**src/rtl/memSys_consts.svh**
```systemverilog
`ifndef MEMSYS_CONSTS_SVH
`define MEMSYS_CONSTS_SVH

// ~~~~~~~~~~~~~~~~~~~~~~~~~~~~~~~~~~~~~~~~~~~~~~~~~
// Data word and external bus
`define MEM_DATA_W    32
`define EXT_ADDR_W    30
`define EXT_RD_LAT    2        // Cycles from read command word to first word

// ~~~~~~~~~~~~~~~~~~~~~~~~~~~~~~~~~~~~~~~~~~~~~~~~~
// On-chip SRAMs
`define DRAM_DEPTH    1024
`define DRAM_ADDR_W   10
`define IRAM_DEPTH    512
`define IRAM_ADDR_W   9
`define IRAM_W        64
`define FETCH_ADDR_W  8        // One fetch line is 128 bits

`endif

```
**src/rtl/memSysPkg.sv**
```systemverilog
`include "memSys_consts.svh"

package memSysPkg;

    // ~~~~~~~~~~~~~~~~~~~~~~~~~~~~~~~~~~~~~~~~~~~~~~~~~
    // Transfer commands
    typedef enum logic {
        MOP_LOAD,               // External memory to SRAM
        MOP_STORE               // SRAM to external memory
    } MemOp;

    typedef enum logic {
        TGT_DATA,
        TGT_INSTR
    } MemTarget;

    typedef enum logic [2:0] {
        IDLE,
        CMD,
        WAIT,
        XFER,
        DONE
    } CtrlState;

    typedef struct packed {
        MemOp                     op;
        MemTarget                 target;
        logic [`DRAM_ADDR_W-1:0]  sramAddr;   // Word index in the target RAM
        logic [`EXT_ADDR_W-1:0]   extAddr;
        logic [7:0]               len;        // Word count
    } MemCmd;

    typedef struct packed {
        logic busy;
        logic done;
    } MemStat;

    // ~~~~~~~~~~~~~~~~~~~~~~~~~~~~~~~~~~~~~~~~~~~~~~~~~
    // SRAM access request, active high
    typedef struct packed {
        logic                     ce;
        logic                     we;
        logic [3:0]               wm;
        logic [`DRAM_ADDR_W-1:0]  addr;
        logic [`MEM_DATA_W-1:0]   data;
    } RamReq;

endpackage

```
**src/rtl/extBusMaster.sv**
```systemverilog
`timescale 1ns/10ps
`include "memSys_consts.svh"

module extBusMaster (
    input  logic                    SPI_clk,
    input  logic                    arstN,

    input  logic                    start,
    input  logic                    write,
    input  logic [`EXT_ADDR_W-1:0]  extAddr,
    input  logic [7:0]              len,

    input  logic [`MEM_DATA_W-1:0]  wrData,
    output logic                    wrNext,
    output logic [`MEM_DATA_W-1:0]  rdData,
    output logic                    rdValid,
    output logic                    finish,

    output logic                    extEn,
    output logic                    extOen,
    output logic [`MEM_DATA_W-1:0]  extBusOut,
    input  logic [`MEM_DATA_W-1:0]  extBusIn
);

    logic                   wrMode;
    logic [8:0]             cnt;       // Cycles since the command word
    logic [8:0]             lastCnt;
    logic [7:0]             lenReg;
    logic [`MEM_DATA_W-1:0] cmdWord;

    // Writes end with word len, reads wait out the latency first
    assign lastCnt = wrMode ? {1'b0, lenReg}
                            : {1'b0, lenReg} + 9'(`EXT_RD_LAT - 1);

    // ~~~~~~~~~~~~~~~~~~~~~~~~~~~~~~~~~~~~~~~~~~~~~~~~~
    // Burst control
    always_ff @(posedge SPI_clk or negedge arstN) begin
        if (!arstN) begin
            extEn  <= 1'b0;
            extOen <= 1'b0;
            wrMode <= 1'b0;
            cnt    <= '0;
        end else if (!extEn) begin
            if (start) begin
                extEn  <= 1'b1;
                extOen <= 1'b1;            // Command word is always driven
                wrMode <= write;
                cnt    <= '0;
            end
        end else if (cnt == lastCnt) begin
            extEn  <= 1'b0;
            extOen <= 1'b0;
        end else begin
            extOen <= wrMode;              // Slave owns the bus on reads
            cnt    <= cnt + 9'd1;
        end
    end

    always_ff @(posedge SPI_clk) begin
        if (!extEn && start) begin
            lenReg  <= len;
            cmdWord <= {write, 1'b0, extAddr};
        end
    end

    // ~~~~~~~~~~~~~~~~~~~~~~~~~~~~~~~~~~~~~~~~~~~~~~~~~
    // Data path
    assign wrNext  = extEn && wrMode && (cnt < {1'b0, lenReg});    // SRAM read one cycle ahead
    assign rdValid = extEn && !wrMode && (cnt >= 9'(`EXT_RD_LAT));
    assign rdData  = extBusIn;
    assign finish  = extEn && (cnt == lastCnt);

    always_comb begin
        if (!extOen) begin
            extBusOut = '0;
        end else if (cnt == 9'd0) begin
            extBusOut = cmdWord;
        end else begin
            extBusOut = wrData;
        end
    end

    aOenInBurst: assert property (@(posedge SPI_clk) disable iff (!arstN) !extEn |-> !extOen)
        else $error("extBusMaster: extOen high outside a burst");

endmodule

```
**src/rtl/memController.sv**
```systemverilog
`timescale 1ns/10ps
`include "memSys_consts.svh"

module memController
    import memSysPkg::*;
(
    input  logic                    SPI_clk,
    input  logic                    arstN,

    input  MemCmd                   cmd,
    input  logic                    cmdValid,
    output logic                    cmdReady,
    output MemStat                  stat,

    output RamReq                   mcReq,
    output MemTarget                mcTarget,
    input  logic [`MEM_DATA_W-1:0]  mcRdata,

    output logic                    extEn,
    output logic                    extOen,
    output logic [`MEM_DATA_W-1:0]  extBusOut,
    input  logic [`MEM_DATA_W-1:0]  extBusIn
);

    CtrlState                 state;
    CtrlState                 stateNext;
    MemCmd                    cmdReg;
    logic [`DRAM_ADDR_W-1:0]  sramAddr;

    logic                     start;
    logic                     wrNext;
    logic [`MEM_DATA_W-1:0]   rdData;
    logic                     rdValid;
    logic                     finish;
    logic                     wordCycle;

    assign cmdReady  = (state == IDLE);
    assign start     = (state == CMD);
    assign wordCycle = (cmdReg.op == MOP_STORE) ? wrNext : rdValid;

    assign stat.busy = (state != IDLE);
    assign stat.done = (state == DONE);

    // ~~~~~~~~~~~~~~~~~~~~~~~~~~~~~~~~~~~~~~~~~~~~~~~~~
    // Sequencer
    always_comb begin
        stateNext = state;
        case (state)
            IDLE: if (cmdValid) stateNext = CMD;
            CMD:  stateNext = WAIT;
            WAIT: begin
                if (finish) begin
                    stateNext = DONE;          // Single-word load
                end else if (wordCycle) begin
                    stateNext = XFER;
                end
            end
            XFER: if (finish) stateNext = DONE;
            DONE: stateNext = IDLE;
            default: stateNext = IDLE;
        endcase
    end

    always_ff @(posedge SPI_clk or negedge arstN) begin
        if (!arstN) begin
            state <= IDLE;
        end else begin
            state <= stateNext;
        end
    end

    always_ff @(posedge SPI_clk) begin
        if (cmdValid && cmdReady) begin
            cmdReg   <= cmd;
            sramAddr <= cmd.sramAddr;
        end else if (wordCycle) begin
            sramAddr <= sramAddr + 1'b1;       // Next word of the burst
        end
    end

    // ~~~~~~~~~~~~~~~~~~~~~~~~~~~~~~~~~~~~~~~~~~~~~~~~~
    // SRAM request, held for the whole bus burst
    assign mcReq.ce   = extEn;
    assign mcReq.we   = (cmdReg.op == MOP_LOAD) && rdValid;
    assign mcReq.wm   = 4'hf;
    assign mcReq.addr = sramAddr;
    assign mcReq.data = rdData;
    assign mcTarget   = cmdReg.target;

    extBusMaster i_extBusMaster (
        .SPI_clk   (SPI_clk),
        .arstN     (arstN),
        .start     (start),
        .write     (cmdReg.op == MOP_STORE),
        .extAddr   (cmdReg.extAddr),
        .len       (cmdReg.len),
        .wrData    (mcRdata),
        .wrNext    (wrNext),
        .rdData    (rdData),
        .rdValid   (rdValid),
        .finish    (finish),
        .extEn     (extEn),
        .extOen    (extOen),
        .extBusOut (extBusOut),
        .extBusIn  (extBusIn)
    );

    aLenNonZero: assert property (@(posedge SPI_clk) disable iff (!arstN)
        (cmdValid && cmdReady) |-> (cmd.len != 8'd0))
        else $error("memController: command accepted with len 0");

    aIdleNoAccess: assert property (@(posedge SPI_clk) disable iff (!arstN)
        (state == IDLE) |-> !mcReq.ce)
        else $error("memController: SRAM access while idle");

endmodule

```
**config.mk**
```make
export PLATFORM = sky130hd
export DESIGN_NAME = memController
export DESIGN_NICKNAME = d
export VERILOG_FILES = /design/src/rtl/memSysPkg.sv /design/src/rtl/extBusMaster.sv /design/src/rtl/memController.sv
export VERILOG_INCLUDE_DIRS = /design/src /design/src/rtl
export SDC_FILE = /design/constraint.sdc
export NUM_CORES = 1
export LEC_CHECK = 0
export ABC_AREA = 1
export BUFFER_PORTS_ARGS = -buffer_cell sky130_fd_sc_hd__clkbuf_2
export CELL_PAD_IN_SITES_DETAIL_PLACEMENT = 1
export CELL_PAD_IN_SITES_GLOBAL_PLACEMENT = 1
export CORE_UTILIZATION = 33
export DETAILED_ROUTE_END_ITERATION = 6
export GPL_ROUTABILITY_DRIVEN = 0
export GPL_TIMING_DRIVEN = 1
export HOLD_SLACK_MARGIN = 0.08
export PLACE_DENSITY_LB_ADDON = 0.12
export SLEW_MARGIN = 20
export SYNTH_ARGS = -nofsm -noshare
export SYNTH_HDL_FRONTEND = slang
export SYNTH_SLANG_ARGS = --single-unit
export TNS_END_PERCENT = 100
```
**constraint.sdc**
```tcl
create_clock -name SPI_clk -period 2.6 [get_ports SPI_clk]
set_input_delay 0.52 -clock SPI_clk [delete_from_list [all_inputs] [get_ports SPI_clk]]
set_output_delay 0.52 -clock SPI_clk [all_outputs]
set_load 0.01 [all_outputs]
```
[Word level (Yosys, flattened, before mapping)]
Cells that the tools add are included.
Storage, ports and cells
  flip-flop bits (word level): 104
  input port bits: 117
Operators by class
  bitwise gates (word level): 2
  equal/unequal tests: 9
  magnitude comparators: 2
  reductions and logical operators: 18
  $add $sub $neg: 3
  muxes and demuxes: 20
Operator list (number)
  2-to-1 mux 32 bit: 2
  2-to-1 mux 9 bit: 4
  2-to-1 mux 10 bit: 2
  2-to-1 mux 3 bit: 4
  case mux 3 bit (4 select lines): 1
  adder 10 x 1 -> 10 bit (second input constant): 1
  adder 8 x 1 -> 9 bit (second input constant): 1
  adder 9 x 1 -> 9 bit (second input constant): 1
  == test 9 bit: 1
  greater-or-equal comparator 9 x 2 -> 1 bit (second input constant): 1
  logical NOT 9 bit: 1
  less-than comparator 9 x 8 -> 1 bit: 1
  logical AND 1 bit: 8
  2-to-1 mux 1 bit: 7
  == test 3 x 2 -> 1 bit (second input constant): 2
  inequality test 2 bit (second input constant): 3
  AND reduction 2 bit: 2
  nonzero test 2 bit: 2
  == test 3 x 1 -> 1 bit (second input constant): 1
  == test 3 bit (second input constant): 1
  logical NOT 3 bit: 1
  inequality test 3 bit (second input constant): 1
  AND reduction 3 bit: 1
  nonzero test 3 bit: 1
  2 further kinds: 4

[Longest topological paths before layout]
  word-level depth: 7
  gate-level depth with buffers: 15
  depth with buffers taken out: 15

[Modules after synthesis]
A second synthesis with hierarchy kept.
Second synthesis, totals
  cell total of the unflattened synthesis: 541
  area, all modules: 5278.8 um2
By module, submodules not included
  extBusMaster: cells each 388, area each 3184.3 um2, instances 1
  memController: cells each 153, area each 2094.5 um2, instances 1

[Worst setup path after synthesis]
OpenSTA, ideal clock, no wires.
  path type: register to register
  start: register i_extBusMaster.extEn
  end: register i_extBusMaster.cmdWord[0] (enable)
  cell stages (with the launch flop): 3
  path slack: -142 ps
  arrival time: 2305 ps
  cell sequence: dfrtp_1 > buf_2 > nor2_1
On the way
  longest elaborated chain between the ends: 2
RTL lines
  start, declared: RTL line extBusMaster.sv:19  | output logic extEn,
  start signal, assigned: RTL line extBusMaster.sv:39  | extEn <= 1'b0;
  start signal, assigned: RTL line extBusMaster.sv:45  | extEn <= 1'b1;
  start signal, assigned: RTL line extBusMaster.sv:51  | extEn <= 1'b0;
  logical NOT 1 bit
  logical AND 1 bit: RTL line extBusMaster.sv:60  | if (!extEn && start) begin
  end signal, assigned: RTL line extBusMaster.sv:62  | cmdWord <= {write, 1'b0, extAddr};
  end, declared: RTL line extBusMaster.sv:29  | logic [`MEM_DATA_W-1:0] cmdWord;
No other way between the ends.
A chain may end at the register's enable or synchronous reset.

[Worst setup path after layout]
  start: register i_extBusMaster.cnt[6]
  end: output extBusOut[31]
On the way
  longest elaborated chain between the ends: 3
RTL lines
  start, declared: RTL line extBusMaster.sv:26  | logic [8:0] cnt;
  start signal, assigned: RTL line extBusMaster.sv:55  | cnt <= cnt + 9'd1;
  logical NOT 9 bit: RTL line extBusMaster.sv:76  | end else if (cnt == 9'd0) begin
  2-to-1 mux 32 bit: RTL line extBusMaster.sv:76
  2-to-1 mux 32 bit: RTL line extBusMaster.sv:74  | if (!extOen) begin
  end, declared: RTL line memController.sv:21  | output logic [`MEM_DATA_W-1:0] extBusOut,
No other way between the ends.

==> impl_metrics.csv <==
group,metric,value,unit
global_route,global_route.overflow_total,0,
sta,rsz0062_at_grt,"yes",
synthesis,asyncSetResetFlopFracSynth,14.4,%
floorplanning,core,15200,um2
cells_and_area,drive_above_1_share,33.3,%
synthesis,ys_ff_latch,104,
cts,clockRootBuffer,"clkbuf_16",
synthesis,share_of_the_yosys_chip_area_belonging_to_registers,59.3,%
floorplanning,initial_core_util,33.8,%
floorplanning,ioPinCount,203,
sta,fin_crit,2550,ps
setup_path,worst_setup_path_end_kind,"output port",
sta,timing.final.crit_share,98.2,%
global_route,gr-usage-met3,4.30,%
cells_and_area,postLayoutCoreUtil,41.5,%
route,detail_route.drc_violations,0,
synthesis,synth_instances,513,
placement,buffer_ports.inserted,134,
cts,clk_pin_slew_worst_paths,70,ps
synthesis,synth.avg_cell_area,10.0,um2
global_route,grt_pass1_vias,3949,
sta,setup_viol,0,
floorplanning,die_width,127,um
placement,place_area,5800,um2
global_route,top_usage_layer,"met2",
cts,tritoncts_clock_tree,"done",
cts,cts_max_path_buffers,2,
setup_path,startpoint_of_the_worst_register_to_register_path,"i_extBusMaster.cnt[4]$_DFFE_PN0P_",
sta,max_freq,392,MHz
setup_path,rr_endpoint,"sramAddr[9]$_DFFE_PP_",
global_route,initial_antenna_violation_count,0,
status,status,"finished, final reports clean",
global_route,groute.layer.met1.usage,19.5,%
pwr,worst_ir_drop_vdd,460,uV
cts,postCtsHoldBufs,0,
cells_and_area,n_antenna_cell,0,
sta,tightestPinTransition,671,ps
cts,cts_buffers,9,
placement,post-dp-hpwl,9.61,mm
synthesis,yosys_warnings,0,
route,route.final.wire_length,12.7,mm
setup_path,cp.required,2080,ps
setup_path,timing_worst_setup_path_type,"register to output port",
route,via_cell_ratio,4.66,
global_route,grt_util_all_layers,16.4,%
synthesis,synth_edf_count,89,
sta,drv_slew,0,
cells_and_area,final_net_count,758,
setup_path,number_of_cells_traversed_by_the_worst_register_to_register_path,7,
route,drt_iter0_markers,94,
floorplanning,die_area,16100,um2
cells_and_area,postLayoutCellArea,6310,um2
synthesis,synth_top_flop_cell,"edfxtp_1",
cells_and_area,final.fill_count,1762,
pwr,power,6.32,mW
setup_path,ff2ff_setup_slack,320,ps
route,ant_nets,0,
cts,clock_tree.htree_level_count,3,
route,drt_first_pass_iters,4,
synthesis,ys_types,31,
global_route,groute.layer.met2.usage,28.5,%
setup_path,crit_path_max_fo,8,
cts,numClockSinks,104,
pwr,power.density_cell_area,1000,nW/um2
synthesis,syn-cell-area,5140,um2
setup_path,start_kind,"register",
sta,clock-skew-final,7.48,ps
floorplanning,die-height,127,um
pwr,power.static_leakage,2.76,nW
sta,max_slew_margin,55.3,%
global_route,grt_pass1_wl,20.1,mm
route,per_cell_routed_wire_length,15.5,um
floorplanning,rows,45,
flow_run,timing.max_cap.violations,0,
route,routed-via-count,3831,
cts,worstSkewPairLatency,350,ps
global_route,grt_start_max_net_pins,58,
cells_and_area,areaGrowthSynthToFinish,22.7,%
sta,timing.final.hold_violations,0,
setup_path,arrival_worst_endpoint,2030,ps
min_path,holdCritPathClass,"input port to async pin",
-- synthesized netlist by cell type (7+ instances only) --
master / n / area (um2)
a21oi_1: 7 / 35.0
buf_4: 37 / 278
dfrtp_1: 15 / 375
edfxtp_1: 89 / 2670
ha_1: 12 / 150
inv_1: 34 / 128
nand2_1: 90 / 338
nand3_1: 27 / 135
nor2_1: 87 / 327
nor3_1: 8 / 40.0
o21ai_0: 44 / 220
o21ai_2: 7 / 61.3
xor2_1: 7 / 61.3
-- cell type report --
cell class | count | area, um2 | area share, %
Clock buffer | 10 | 229 | 3.63
Timing Repair Buffer | 154 | 892 | 14.1
Inverter | 41 | 163 | 2.58
Sequential cell | 104 | 3050 | 48.4
Multi-Input combinational cell | 319 | 1630 | 25.9
Clock inverter | 6 | 101 | 1.61
Tap cell | 188 | 235 | 3.73
-- per-stage QoR --
step	setup WS, ps	TNS [ps]	cells	hold WS, ps
2_1_floorplan	309	0	516	224
5_1_grt	-59.7	-1100	822	114
3_3_place_gp	294	0	794	400
3_5_place_dp	156	0	794	406
4_1_cts	8.99	0	816	93.0
6_report	47.9	0	822	96.5
-- cells in the final DEF (no fill, tap or decap), types with 5 or more instances in the layout --
cell type,netlist,layout
nor2_1,87,84
nand2_1,90,89
clkbuf_16,0,10
xnor2_1,5,5
nand2_2,4,5
buf_2,6,18
dfrtp_1,15,10
a21oi_1,7,7
edfxtp_1,89,89
o21ai_2,7,8
o21ai_1,0,17
nor3_1,8,7
inv_1,34,31
o21ai_0,44,25
inv_2,6,8
buf_4,37,14
clkbuf_2,0,116
dfrtp_2,0,5
xor2_1,7,7
ha_1,12,12
nand3_1,27,27
-- power by group --
group	total [mW]	switching, mW	internal [mW]
clock	1.48	0.621	0.859
combinational	2.25	1.38	0.868
sequential	2.59	0.300	2.29
total	6.32	2.30	4.02
-- flip-flops by register name, summed over array words and instances, names as in the netlist --
signal / cells
i_extBusMaster.extEn: 1
i_extBusMaster.lenReg: 8
sramAddr: 10
i_extBusMaster.cmdWord: 31
mcTarget: 1
i_extBusMaster.wrMode: 1
state: 3
i_extBusMaster.extOen: 1
i_extBusMaster.cnt: 9
cmdReg: 39
-- kinds of logic after synthesis --
kind of cell / count (synthesis) / share of synthesized area [%]
buffers and inverters: 93 / 10.0
xor gates and xnor gates: 12 / 2.05
AOI/OAI and AO/OA: 60 / 6.43
other: 1 / 0.0730
and+or+nand+nor: 231 / 19.2
DFF: 104 / 59.3
adders and majority gates: 12 / 2.92
-- critical path: stages (launching register included) --
cell and delay, ps:
dfrtp_2 410, inv_2 80, nand2_2 70, nor3_4 120
nand4_1 180, buf_12 200, buf_12 130, o21ai_0 260
nor2_1 70, buf_2 150
-- routing by layer --
layer	vias to the layer above	wire [um]	part of all wire, %
li1	1902	-	-
met1	1827	5520	43
met2	82	6340	50
met3	20	627	4.9
met4	0	219	1.7
met5	-	0	0
-- how the worst max path moves through the flow --
| stage | from | end | cells past startpoint |
|---|---|---|---|
| floorplan | state[0]$_DFFE_PN0P_ | sramAddr[0]$_DFFE_PP_ | 5 |
| detailed placement | i_extBusMaster.cnt[5]$_DFFE_PN0P_ | extBusOut[14] | 10 |
| global route | i_extBusMaster.cnt[6]$_DFFE_PN0P_ | extBusOut[5] | 10 |
| global placement | i_extBusMaster.cnt[5]$_DFFE_PN0P_ | extBusOut[31] | 10 |
| CTS | i_extBusMaster.cnt[5]$_DFFE_PN0P_ | extBusOut[14] | 10 |
| finish | i_extBusMaster.cnt[6]$_DFFE_PN0P_ | extBusOut[31] | 9 |
-- repair_timing --
item	4_1_cts	5_1_grt
setup endpoints to repair	32	31
pin swaps	1	1
resized for setup	23	34
gates cloned	1	1
buffers inserted	5	6
(Power assumes the default switching activity.)
