## src/rtl/memSys_consts.svh

```systemverilog
`ifndef MEMSYS_CONSTS_SVH
`define MEMSYS_CONSTS_SVH

// ~~~~~~~~~~~~~~~~~~~~~~~~~~~~~~~~~~~~~~~~~~~~~~~~~
// Data word and external bus
`define MEM_DATA_W    32
`define EXT_ADDR_W    30
`define EXT_RD_LAT    2        // Cycles from read command word to first word

// ~~~~~~~~~~~~~~~~~~~~~~~~~~~~~~~~~~~~~~~~~~~~~~~~~
// On-chip SRAMs
`define DRAM_DEPTH    1024
`define DRAM_ADDR_W   10
`define IRAM_DEPTH    512
`define IRAM_ADDR_W   9
`define IRAM_W        64
`define FETCH_ADDR_W  8        // One fetch line is 128 bits

`endif

```

## src/rtl/memSysPkg.sv

```systemverilog
`include "memSys_consts.svh"

package memSysPkg;

    // ~~~~~~~~~~~~~~~~~~~~~~~~~~~~~~~~~~~~~~~~~~~~~~~~~
    // Transfer commands
    typedef enum logic {
        MOP_LOAD,               // External memory to SRAM
        MOP_STORE               // SRAM to external memory
    } MemOp;

    typedef enum logic {
        TGT_DATA,
        TGT_INSTR
    } MemTarget;

    typedef enum logic [2:0] {
        IDLE,
        CMD,
        WAIT,
        XFER,
        DONE
    } CtrlState;

    typedef struct packed {
        MemOp                     op;
        MemTarget                 target;
        logic [`DRAM_ADDR_W-1:0]  sramAddr;   // Word index in the target RAM
        logic [`EXT_ADDR_W-1:0]   extAddr;
        logic [7:0]               len;        // Word count
    } MemCmd;

    typedef struct packed {
        logic busy;
        logic done;
    } MemStat;

    // ~~~~~~~~~~~~~~~~~~~~~~~~~~~~~~~~~~~~~~~~~~~~~~~~~
    // SRAM access request, active high
    typedef struct packed {
        logic                     ce;
        logic                     we;
        logic [3:0]               wm;
        logic [`DRAM_ADDR_W-1:0]  addr;
        logic [`MEM_DATA_W-1:0]   data;
    } RamReq;

endpackage

```

## src/rtl/ramArbiter.sv

```systemverilog
`timescale 1ns/10ps
`include "memSys_consts.svh"

module ramArbiter
    import memSysPkg::*;
(
    input  logic                      SPI_clk,

    input  RamReq                     mcReq,
    input  MemTarget                  mcTarget,
    output logic [`MEM_DATA_W-1:0]    mcRdata,

    input  RamReq                     dataWr,
    input  logic                      dataRe,
    input  logic [`DRAM_ADDR_W-1:0]   dataRaddr,
    output logic [`MEM_DATA_W-1:0]    dataRdata,
    output logic                      dataWbusy,

    input  logic                      fetchEn,
    input  logic [`FETCH_ADDR_W-1:0]  fetchAddr,
    output logic [2*`IRAM_W-1:0]      fetchData,
    output logic                      fetchBusy,

    output logic                      dramNce,
    output logic                      dramNwe,
    output logic [`DRAM_ADDR_W-1:0]   dramAddr,
    output logic [`MEM_DATA_W-1:0]    dramData,
    output logic [3:0]                dramWm,
    input  logic [`MEM_DATA_W-1:0]    dramRdata,
    output logic                      dramNce1,
    output logic [`DRAM_ADDR_W-1:0]   dramAddr1,
    input  logic [`MEM_DATA_W-1:0]    dramRdata1,

    output logic                      iramNce,
    output logic                      iramNwe,
    output logic [`IRAM_ADDR_W-1:0]   iramAddr,
    output logic [`IRAM_W-1:0]        iramData,
    output logic [`IRAM_W/8-1:0]      iramWm,
    input  logic [`IRAM_W-1:0]        iramRdata,
    output logic                      iramNce1,
    output logic [`IRAM_ADDR_W-1:0]   iramAddr1,
    input  logic [`IRAM_W-1:0]        iramRdata1
);

    logic mcData;
    logic mcInstr;

    assign mcData    = mcReq.ce && (mcTarget == TGT_DATA);
    assign mcInstr   = mcReq.ce && (mcTarget == TGT_INSTR);
    assign dataWbusy = mcData;
    assign fetchBusy = mcInstr;

    // ~~~~~~~~~~~~~~~~~~~~~~~~~~~~~~~~~~~~~~~~~~~~~~~~~
    // Data RAM, controller has priority on port 0
    always_comb begin
        if (mcData) begin
            dramNce  = 1'b0;
            dramNwe  = !mcReq.we;
            dramAddr = mcReq.addr;
            dramData = mcReq.data;
            dramWm   = mcReq.wm;
        end else begin
            dramNce  = !dataWr.ce;
            dramNwe  = !dataWr.we;
            dramAddr = dataWr.addr;
            dramData = dataWr.data;
            dramWm   = dataWr.wm;
        end
    end

    assign dramNce1  = !dataRe;
    assign dramAddr1 = dataRaddr;
    assign dataRdata = dramRdata1;

    // ~~~~~~~~~~~~~~~~~~~~~~~~~~~~~~~~~~~~~~~~~~~~~~~~~
    // Instruction RAM, two words per row
    assign iramNce  = mcInstr ? 1'b0 : !fetchEn;
    assign iramNwe  = mcInstr ? !mcReq.we : 1'b1;
    assign iramAddr = mcInstr ? mcReq.addr[`DRAM_ADDR_W-1:1] : {fetchAddr, 1'b1};
    assign iramData = {2{mcReq.data}};
    assign iramWm   = {mcReq.wm & {4{mcReq.addr[0]}}, mcReq.wm & {4{!mcReq.addr[0]}}};

    assign iramNce1  = !(fetchEn && !mcInstr);
    assign iramAddr1 = {fetchAddr, 1'b0};
    assign fetchData = {iramRdata, iramRdata1};    // Odd row on top

    // Address has stepped since the read, so the read half is the opposite parity
    assign mcRdata = (mcTarget == TGT_DATA) ? dramRdata
                   : (mcReq.addr[0] ? iramRdata[31:0] : iramRdata[63:32]);

    aSingleWriter: assert property (@(posedge SPI_clk)
        !(mcReq.we && (mcTarget == TGT_DATA) && dataWr.ce && dataWr.we && !dataWbusy))
        else $error("ramArbiter: two writers on the data RAM");

endmodule

```

## config.mk

```make
export PLATFORM = sky130hd
export DESIGN_NAME = ramArbiter
export DESIGN_NICKNAME = d
export VERILOG_FILES = /design/src/rtl/memSysPkg.sv /design/src/rtl/ramArbiter.sv
export VERILOG_INCLUDE_DIRS = /design/src /design/src/rtl
export SDC_FILE = /design/constraint.sdc
export NUM_CORES = 1
export LEC_CHECK = 0
export BUFFER_PORTS_ARGS = -buffer_cell sky130_fd_sc_hd__buf_2
export CORE_AREA = 2 2 255 257
export DETAILED_ROUTE_END_ITERATION = 16
export DIE_AREA = 0 0 257 259
export PLACE_DENSITY_LB_ADDON = 0.2
export SLEW_MARGIN = 20
export SYNTH_ARGS = -nofsm -noshare
export SYNTH_HDL_FRONTEND = slang
export SYNTH_SLANG_ARGS = --single-unit
```

## constraint.sdc

```tcl
create_clock -name vclk -period 1.65
set_input_delay 0.33 -clock vclk [all_inputs]
set_output_delay 0.33 -clock vclk [all_outputs]
set_load 0.01 [all_outputs]
```

# After elaboration in Yosys (flattened, before gate mapping)
# Index checks and enable logic that the tools add are counted.
[totals]
register_bits = 0
input_bits = 310
word_cells = 24
output_inout_bits = 346
[classes]
bitwise = 3
mux = 10
reduce_logical = 11
[ops]
columns = ["op", "count"]
rows = [
  ["$mux 32", 3],
  ["$mux 10", 1],
  ["$mux 9", 1],
  ["$and 4x4->4", 2],
  ["$logic_not 1->1", 8],
  ["$mux 1", 4],
  ["$mux 4", 1],
  ["$logic_and 1x1->1", 3],
  ["$not 1->1", 1],
]

# Depth between registers and ports, before layout
# Gate-level depths: netlist of the first run.
[depth]
word_depth = 4
ltp_mapped = 4
mapped_depth_nobuf = 3

# Worst setup path after synthesis of the first run
# No wires, ideal clock.
[synth_path]
path_kind = "input to output"
start = "input port mcTarget"
end = "output port dramData[11]"
setup_slack_ps = 268
required_time_ps = 1320
path_buffers = 2
t_arrival_ps = 1052
path_stages = 4
path_cell_list = "nand2b_4 buf_6 buf_6 mux2_4"
[synth_via]
elab_chain_len = 3
[synth_lines]
columns = ["element", "line", "source"]
rows = [
  ["start, declared", "ramArbiter.sv:10", "input MemTarget mcTarget,"],
  ["$not 1->1", "--", ""],
  ["$logic_and 1x1->1", "ramArbiter.sv:48", "assign mcData = mcReq.ce && (mcTarget == TGT_DATA);"],
  ["$mux 32", "ramArbiter.sv:56", "if (mcData) begin"],
  ["end, declared", "ramArbiter.sv:27", "output logic [`MEM_DATA_W-1:0] dramData,"],
]
# No other way between the ends.

# Worst setup path after layout of the first run
[layout_path]
start = "input port mcTarget"
end = "output port iramAddr[2]"
[layout_via]
elab_chain_len = 2
[layout_lines]
columns = ["element", "line", "source"]
rows = [
  ["$logic_and 1x1->1", "ramArbiter.sv:49", "assign mcInstr = mcReq.ce && (mcTarget == TGT_INSTR);"],
  ["$mux 9", "ramArbiter.sv:79", "assign iramAddr = mcInstr ? mcReq.addr[`DRAM_ADDR_W-1:1] : {fetchAddr, 1'b1};"],
  ["end, declared", "ramArbiter.sv:36", "output logic [`IRAM_ADDR_W-1:0] iramAddr,"],
]
# No other way between the ends.

==> metrics, run 1 <==
status=finished with violations; failing checks=negative setup slack; DRT antenna net count=0; commonest non-fill, non-tap cell in the layout=buf_2; Avg WL per Cell=13.0 µm; register area=0 µm²; Worst EP arrival=~1300 ps; Avg Cell Area, Syn=about 7.7 µm²; period utilization=101%; Synth Cell Area=about 0.0033 mm²; routed wire length=19400 µm; dpl cell area=0.00492 mm²; hold crit path type=input port to output port; First-pass DRT Iterations=4; # clk buffers=0; die area=~0.067 mm²; worst-path fanout max=6; Die Y=around 260 µm; Core Area=roughly 0.064 mm²; largest net degree at the start of global routing=37; unrepaired setup endpoints after global routing=true; Synth Warn #=0; DP HPWL=approximately 17000 µm; most frequent cells in the layout=buf_2, buf_6, mux2_4; layout cells sized above 1=roughly 83%; Final WS setup=-17.1 ps; cell leakage power=~2.8 nW; area grow syn2layout=64.7%; Max Cap Viol=0; worst vdd ir=0.0848 mV; first-pass GRT wire length=between 20000 and 25000 µm; Synth area leaders=buf_4, mux2_2, mux2i_1; Seq cells=0; via count=about 3600; vias per inst=~2.4; Initial Utilization=approximately 5.2%; Critical Path RT=between 1000 and 1500 ps; CP Capture Type=output port; gpl congestion=0.807; initial antenna violation count=13; final worst path period need=1670 ps; DRC violations left=0; Cells after Synth=approximately 430; # setup viols final=25; die width=about 260 µm; final hold viol count=0; FP Rows=a little over 90; Final #Nets=~950; syn nets=741; Min Hold Slack=660 ps; total grt overflow=0; Yosys cell types=18; # IOs=656; Setup crit start kind=input port; final instance area=0.00549 mm²; GRT Util Overall=under 10%; DR iter-0 viols=just under 90; port bufs=between 400 and 500; vias in the first global route=3377; area leader, netlist=buf_4; f_max=~600 MHz; PwrDens=approximately 280 mW/mm²; sequential-to-total area share from yosys stat=0%; critical path class=input port to output port; share of the synthesized area in the top cell type=between 50% and 60%; Final Max Tran Viols=0; # fillers=~7500
-- final timing paths --
kind,slack [ps],depth (start not counted),endpoint,start
max,-20,6,iramAddr[2],mcTarget
min,660,0,dataRdata[4],dramRdata1[4]
-- repair_timing --
action / CTS / global route
hold buffers: 0 / 0
resized for setup: 51 / 43
buffers inserted: 4 / 1
setup endpoints to repair: 71 / 58
gates cloned: 3 / 1
-- cell families (layout without fill, tap and decap cells) --
| kind of cell | Yosys count | after routing | share of synthesized area (%) |
|---|---|---|---|
| mux | 87 | 87 | 30.4 |
| other cells | 1 | 2 | 0.112 |
| simple gates | 46 | 46 | 6.19 |
| compound gates | 33 | 33 | 4.95 |
| buf+inv | 264 | 473 | 58.3 |
-- synth_stat cells (all sizes together) --
master and number:
or2 1, clkbuf 4, inv 3, nor2 33, and2 4, mux2i 33, nand2 2, nand3 1
nor2b 4, conb 1, buf 257, a21oi 33, mux2 54, nand2b 1
-- metal layers --
layer / GRT usage (%) / vias up / routed length [µm]
met5: 0 / - / 27
met4: 2.29 / 4 / 1160
met3: 1.96 / 66 / 2430
met2: 9.64 / 420 / 9480
met1: 4.93 / 1560 / 6300
li1: - / 1584 / -
-- layout make-up --
type	count	area (µm²)	area share [%]
diodes	1	2.50	0.0456
multi-input cells	167	1490	27.2
inverters	3	11.3	0.205
repair buffers	470	2910	53.1
well taps	855	1070	19.5
-- through the flow --
stage	power [W]	TNS (ps)	setup WS (ps)	utilization, %	cells
2_1_floorplan	0.00105	0	268	-	431
3_3_place_gp	0.00135	-8520	-331	7.70	1487
3_5_place_dp	0.00133	-9080	-305	7.70	1487
4_1_cts	0.00147	-1840	-126	8.26	1494
5_1_grt	0.00164	-1690	-52.6	8.59	1496
6_report	0.00153	-226	-17.1	8.59	1496
-- report_power, final --
| part | internal [W] | switching, W |
|---|---|---|
| clock network | 0.0000000000812 | 0 |
| registers | 0 | 0 |
| logic | 0.000824 | 0.000706 |
| total | 0.000824 | 0.000706 |
-- worst max-delay path: stages --
cell and delay [ps]:
buf_12 110, buf_4 140, nand2_4 110, buf_12 150
mux2_4 330, buf_2 150
(Power assumes the default switching activity.)
==> run 2, diff against run 1 <==
--- a/config.mk
+++ b/config.mk
@@ -11,6 +11,7 @@
 export DETAILED_ROUTE_END_ITERATION = 16
 export DIE_AREA = 0 0 257 259
 export PLACE_DENSITY_LB_ADDON = 0.2
+export REMOVE_ABC_BUFFERS = 1
 export SLEW_MARGIN = 20
 export SYNTH_ARGS = -nofsm -noshare
 export SYNTH_HDL_FRONTEND = slang
==> run 2 against run 1 <==
Effect of this change: the flow still finishes with violations (negative setup slack); global-route usage increased by 3.3 points; routed wire length increased by 57%; critical path depth decreased by 1; fmax decreased by 1.0%; combinational power about the same; worst hold slack about the same; die area unchanged; total power decreased by 1.3%; largest power group unchanged; via count increased by 4.8%; utilization decreased by 0.38 points; non-clock buffer count decreased by 5; cell area decreased by 4.4%; critical path type unchanged.
==> metrics, run 2 (synthesis results as in run 1) <==
status=finished with violations; failing checks=negative setup slack; Hold Path Depth=0 (unchanged); DRT antenna net count=0 (unchanged); die area=0.0666 mm² (unchanged); Seq cells=0 (unchanged); Comb pwr share=100.0% (about the same); die width=257 µm (unchanged); port bufs=442 (unchanged); area grow syn2layout=57.3%; Setup crit start kind=input port; period utilization=102% (+1.1 points); Final #Nets=947 (-0.53%); Worst EP arrival=1350 ps (about the same); Sw Pwr=0.000756 W (+7.0%); gpl congestion=0.832 (+3.0%); via count=3810 (+4.8%); CP Capture Type=output port; final setup TNS=-890 ps (-664 ps); worst vdd ir=0.103 mV (+22%); Min Hold Slack=660 ps (+0.00900 ps); cell leakage power=2.72 nW (-4.4%); DRC violations left=0 (unchanged); layout cells sized above 1=82.2% (-0.76 points); switching share of power=50.0% (+3.9 points); # IOs=656 (unchanged); total grt overflow=0 (unchanged); First-pass DRT Iterations=4 (unchanged); unrepaired setup endpoints after global routing=true; routed wire length=30500 µm (+57%); DP HPWL=27100 µm (+55%); # fillers=7493 (-0.24%); DR iter-0 viols=134 (+51%); final hold viol count=0 (unchanged); vias in the first global route=3650 (+8.1%); largest net degree at the start of global routing=38 (+2.7%); register area=0 µm² (unchanged); commonest non-fill, non-tap cell in the layout=buf_2; most frequent cells in the layout=buf_2, mux2i_1, nor2_1, a21oi_1, mux2_4; # setup viols final=44 (+76%); Pint=0.000754 W (-8.4%); Sequential Power Share=0% (unchanged); Critical Path RT=1320 ps (about the same); Final WS setup=-34.8 ps (-17.7 ps); f_max=594 MHz (-1.0%); Core Area=0.0639 mm² (unchanged); PwrDens=288 mW/mm² (+3.3%); hold crit path type=input port to output port; Clock Power Share=0% (unchanged); vias per inst=2.56 (+5.2%); Avg WL per Cell=20.5 µm (+58%); initial antenna violation count=2 (-11); GRT Util Overall=8.38% (+3.3 points); final worst path period need=1680 ps (+17.7 ps); critical path class=input port to output port; worst-path fanout max=10 (+4); Max Cap Viol=0 (unchanged); Final Max Tran Viols=0 (unchanged); # clk buffers=0 (unchanged); FP Rows=93 (unchanged); Initial Utilization=5.22% (unchanged); first-pass GRT wire length=37500 µm (+53%); Die Y=259 µm (unchanged)
[run 2: cell types whose count changed in the layout (fill, tap and decap cells not counted), moves of 11 or more]
cell and change:
mux2_4 -11, buf_2 +18, buf_6 -20, mux2_2 +11
[run 2: critical path, stage by stage]
cell and delay (ps):
buf_12 110, nand2b_4 170, bufbuf_16 290, mux2_4 290
buf_2 150
[run 2: repair_timing]
| item | CTS | global route |
|---|---|---|
| gates resized for setup | 48 | 4 |
| hold endpoints to repair | 0 | 0 |
| endpoints found under the setup margin | 85 | 52 |
| hold buffers | 0 | 0 |
| buffers inserted | 2 | 1 |
| cloned | 2 | 0 |
[run 2: final timing paths]
kind / startpoint / slack (ps) / to
max: mcTarget / -30 / dramData[30]
min: dramRdata1[14] / 660 / dataRdata[14]
[run 2: through the flow]
step | cell area (µm²) | power, W | worst slack (ps) | std cells | util [%]
after global placement | 4880 | 0.00142 | -257 | 1485 | 7.64
after CTS | 5220 | 0.00153 | -91.0 | 1489 | 8.17
after detailed placement | 4880 | 0.00140 | -269 | 1485 | 7.64
final | 5250 | 0.00151 | -34.8 | 1491 | 8.21
after floorplan | 1400 | 0.000395 | 75.8 | 170 | -
after global routing | 5240 | 0.00162 | -92.1 | 1490 | 8.21
[run 2: cell type report]
type               instances  area, µm²  area share, %
inverters                  3       11.3          0.215
repair buffers           465       2730           52.0
well taps                855       1070           20.4
multi-input cells        167       1430           27.3
diodes                     1       2.50         0.0477
[run 2: metal layers]
metal,GRT usage [%],share of wire [%],vias to the layer above
li1,-,-,1569
met4,0.404,0.58,6
met1,8.91,37,1662
met2,11.6,39,555
met5,5.91,1.5,-
met3,8.42,22,18
[run 2: power by group through the flow]
stage	clock network [W]	logic [W]	registers [W]
4_1_cts	0	0.00153	0
2_1_floorplan	0	0.000395	0
3_3_place_gp	0	0.00142	0
3_5_place_dp	0	0.00140	0
6_report	0.0000000000471	0.00151	0
5_1_grt	0	0.00162	0
==> run 3, diff against run 2 <==
--- a/config.mk
+++ b/config.mk
@@ -6,10 +6,11 @@
 export SDC_FILE = /design/constraint.sdc
 export NUM_CORES = 1
 export LEC_CHECK = 0
+export ABC_AREA = 1
 export BUFFER_PORTS_ARGS = -buffer_cell sky130_fd_sc_hd__buf_2
-export CORE_AREA = 2 2 255 257
+export CORE_AREA = 2 2 256 258
 export DETAILED_ROUTE_END_ITERATION = 16
-export DIE_AREA = 0 0 257 259
+export DIE_AREA = 0 0 258 260
 export PLACE_DENSITY_LB_ADDON = 0.2
 export REMOVE_ABC_BUFFERS = 1
 export SLEW_MARGIN = 20
==> run 3 against run 2 <==
Effect of this change: the run now ends clean; cell area down 1.0%; routed wire length decreased by 0.43%; synthesized cell count is 56% higher; largest power group unchanged; highest routed layer unchanged.
==> metrics, run 3 <==
CP Capture Type=output port; post-cts resize count=0 (-100%); DRC violations left=0 (unchanged); CTS Hold Bufs=0 (unchanged); register area=0 µm² (unchanged); FP Rows=93 (unchanged); # IOs=656 (unchanged); Setup crit start kind=input port; DRT antenna net count=0 (unchanged); # clk buffers=0 (unchanged); Initial Utilization=5.66% (+0.44 points); area grow syn2layout=43.1%; cell with the most instances after synthesis=nand2_1; Yosys cell types=15 (-3); most frequent cells in the layout=buf_2, nand2_1, inv_1; vias per inst=2.71 (+6.0%); Final Max Tran Viols=0 (unchanged); Seq cells=0 (unchanged); postcts setup bufs=0 (-2); area leader, netlist=buf_4; cell leakage power=3.21 nW (+18%); critical path class=input port to output port; DR iter-0 viols=314 (+130%); # fillers=7676 (+2.4%); Final #Nets=1179 (+24%); slowest cell on the critical path=buf_16; initial antenna violation count=4 (+2); status=finished, final reports clean; Synth area leaders=buf_4, nand2_1, inv_1; total grt overflow=0 (unchanged); Critical Path RT=1320 ps (about the same); layout cells sized above 1=55.0% (-27 points); hold crit path type=input port to output port; top cells by count, synth=nand2_1, buf_4, inv_1, nand3_1, buf_2; Avg WL per Cell=17.6 µm (-14%); CP cell instances=buf_4 > inv_8 > nand2_8 > buf_16 > nand2_1 > o21ai_2 > buf_4 > buf_2; final hold viol count=0 (unchanged); Max Cap Viol=0 (unchanged); vias in the first global route=4350 (+19%); DP HPWL=26600 µm (-1.8%); routed wire length=30400 µm (-0.43%); most frequent CP cell=buf_4; Synth Cell Area=0.00363 mm² (+8.8%); fin util=8.10% (-0.12 points); die width=258 µm (+0.39%); GRT Util Overall=8.21% (-0.17 points); period utilization=94.5% (-7.6 points); Die Y=260 µm (+0.39%); Min Hold Slack=660 ps (+0.0710 ps); final worst path period need=1560 ps (-125 ps); sequential-to-total area share from yosys stat=0% (unchanged); worst vdd ir=0.0813 mV (-21%); Tot Pwr=0.00141 W (-6.4%); port bufs=442 (unchanged); crit-path max cell delay=180 ps (-110 ps); commonest non-fill, non-tap cell in the layout=buf_2; die area=0.0671 mm² (+0.78%); Core Area=0.0641 mm² (+0.36%); First-pass DRT Iterations=4 (unchanged); PwrDens=272 mW/mm² (-5.4%); # setup viols final=0 (-100%); first-pass GRT wire length=38000 µm (+1.4%); final setup TNS=0 ps (+890 ps); worst-path fanout max=15 (+5); via count=4665 (+22%); gpl congestion=0.782 (-6.0%); Worst EP arrival=1230 ps (-120 ps); footprint of the multi-input gates=0.00132 mm² (-8.0%); Avg Cell Area, Syn=5.39 µm² (-30%); share of the synthesized area in the top cell type=50.5% (-4.9 points); unrepaired setup endpoints after global routing=false; Synth Warn #=0 (unchanged); Cells after Synth=673 (+56%); f_max=641 MHz (+8.0%); largest net degree at the start of global routing=31 (-18%)
==> run 3: cell count changes after synthesis, sizes merged, moves of 31 or more <==
cell / previous run / this run
mux2: 54 / 0
mux2i: 33 / 0
a21oi: 33 / 0
nand3: 1 / 32
nand2: 2 / 256
inv: 3 / 87
==> run 3: layout make-up <==
| cell class | count | share of cell area (%) |
|---|---|---|
| Timing Repair Buffer | 462 | 47.5 |
| Multi-Input combinational cell | 318 | 25.4 |
| Inverter | 87 | 6.48 |
| Tap cell | 855 | 20.6 |
| Antenna cell | 1 | 0.0482 |
==> run 3: cells by family (layout without fill, tap and decap cells) <==
group / count (synthesis) / count (layout) / synth area share (%)
buffers and inverters: 355 / 549 / 63.8
other: 1 / 2 / 0.103
AND/OR/NAND/NOR: 294 / 294 / 32.1
AO/OA/AOI/OAI: 23 / 23 / 4.00
==> run 3: through the flow <==
| stage | setup slack [ps] | area (µm²) | cells |
|---|---|---|---|
| floorplan | 114 | 1650 | 405 |
| global placement | 6.73 | 5140 | 1721 |
| detailed placement | 17.7 | 5140 | 1721 |
| CTS | 8.90 | 5140 | 1721 |
| global route | 11.6 | 5190 | 1722 |
| finish | 90.5 | 5190 | 1723 |
==> run 3: final timing paths <==
| kind | start | to | slack, ps | cells past startpoint |
|---|---|---|---|---|
| min | iramRdata1[19] | fetchData[19] | 660 | 0 |
| max | mcTarget | dramAddr[8] | 90 | 8 |
==> run 3: power breakdown <==
| part | switching [W] | internal (W) | leakage, nW |
|---|---|---|---|
| registers | 0 | 0 | 0 |
| clock network | 0 | 0.0000000000813 | 0.00000634 |
| logic | 0.000814 | 0.000599 | 3.21 |
==> run 3: routing by layer <==
layer	part of all wire [%]	global-route usage [%]	vias up
met5	1.8	5.06	-
li1	-	-	2122
met4	0.34	0.209	12
met2	38	11.0	526
met1	39	9.22	1991
met3	21	8.19	14
==> run 3: worst max-delay path: cells and delay by family <==
kind                   cells  cell delay [ps]
buffers and inverters      5              660
AOI/OAI and AO/OA          1               50
and+or+nand+nor            2              170
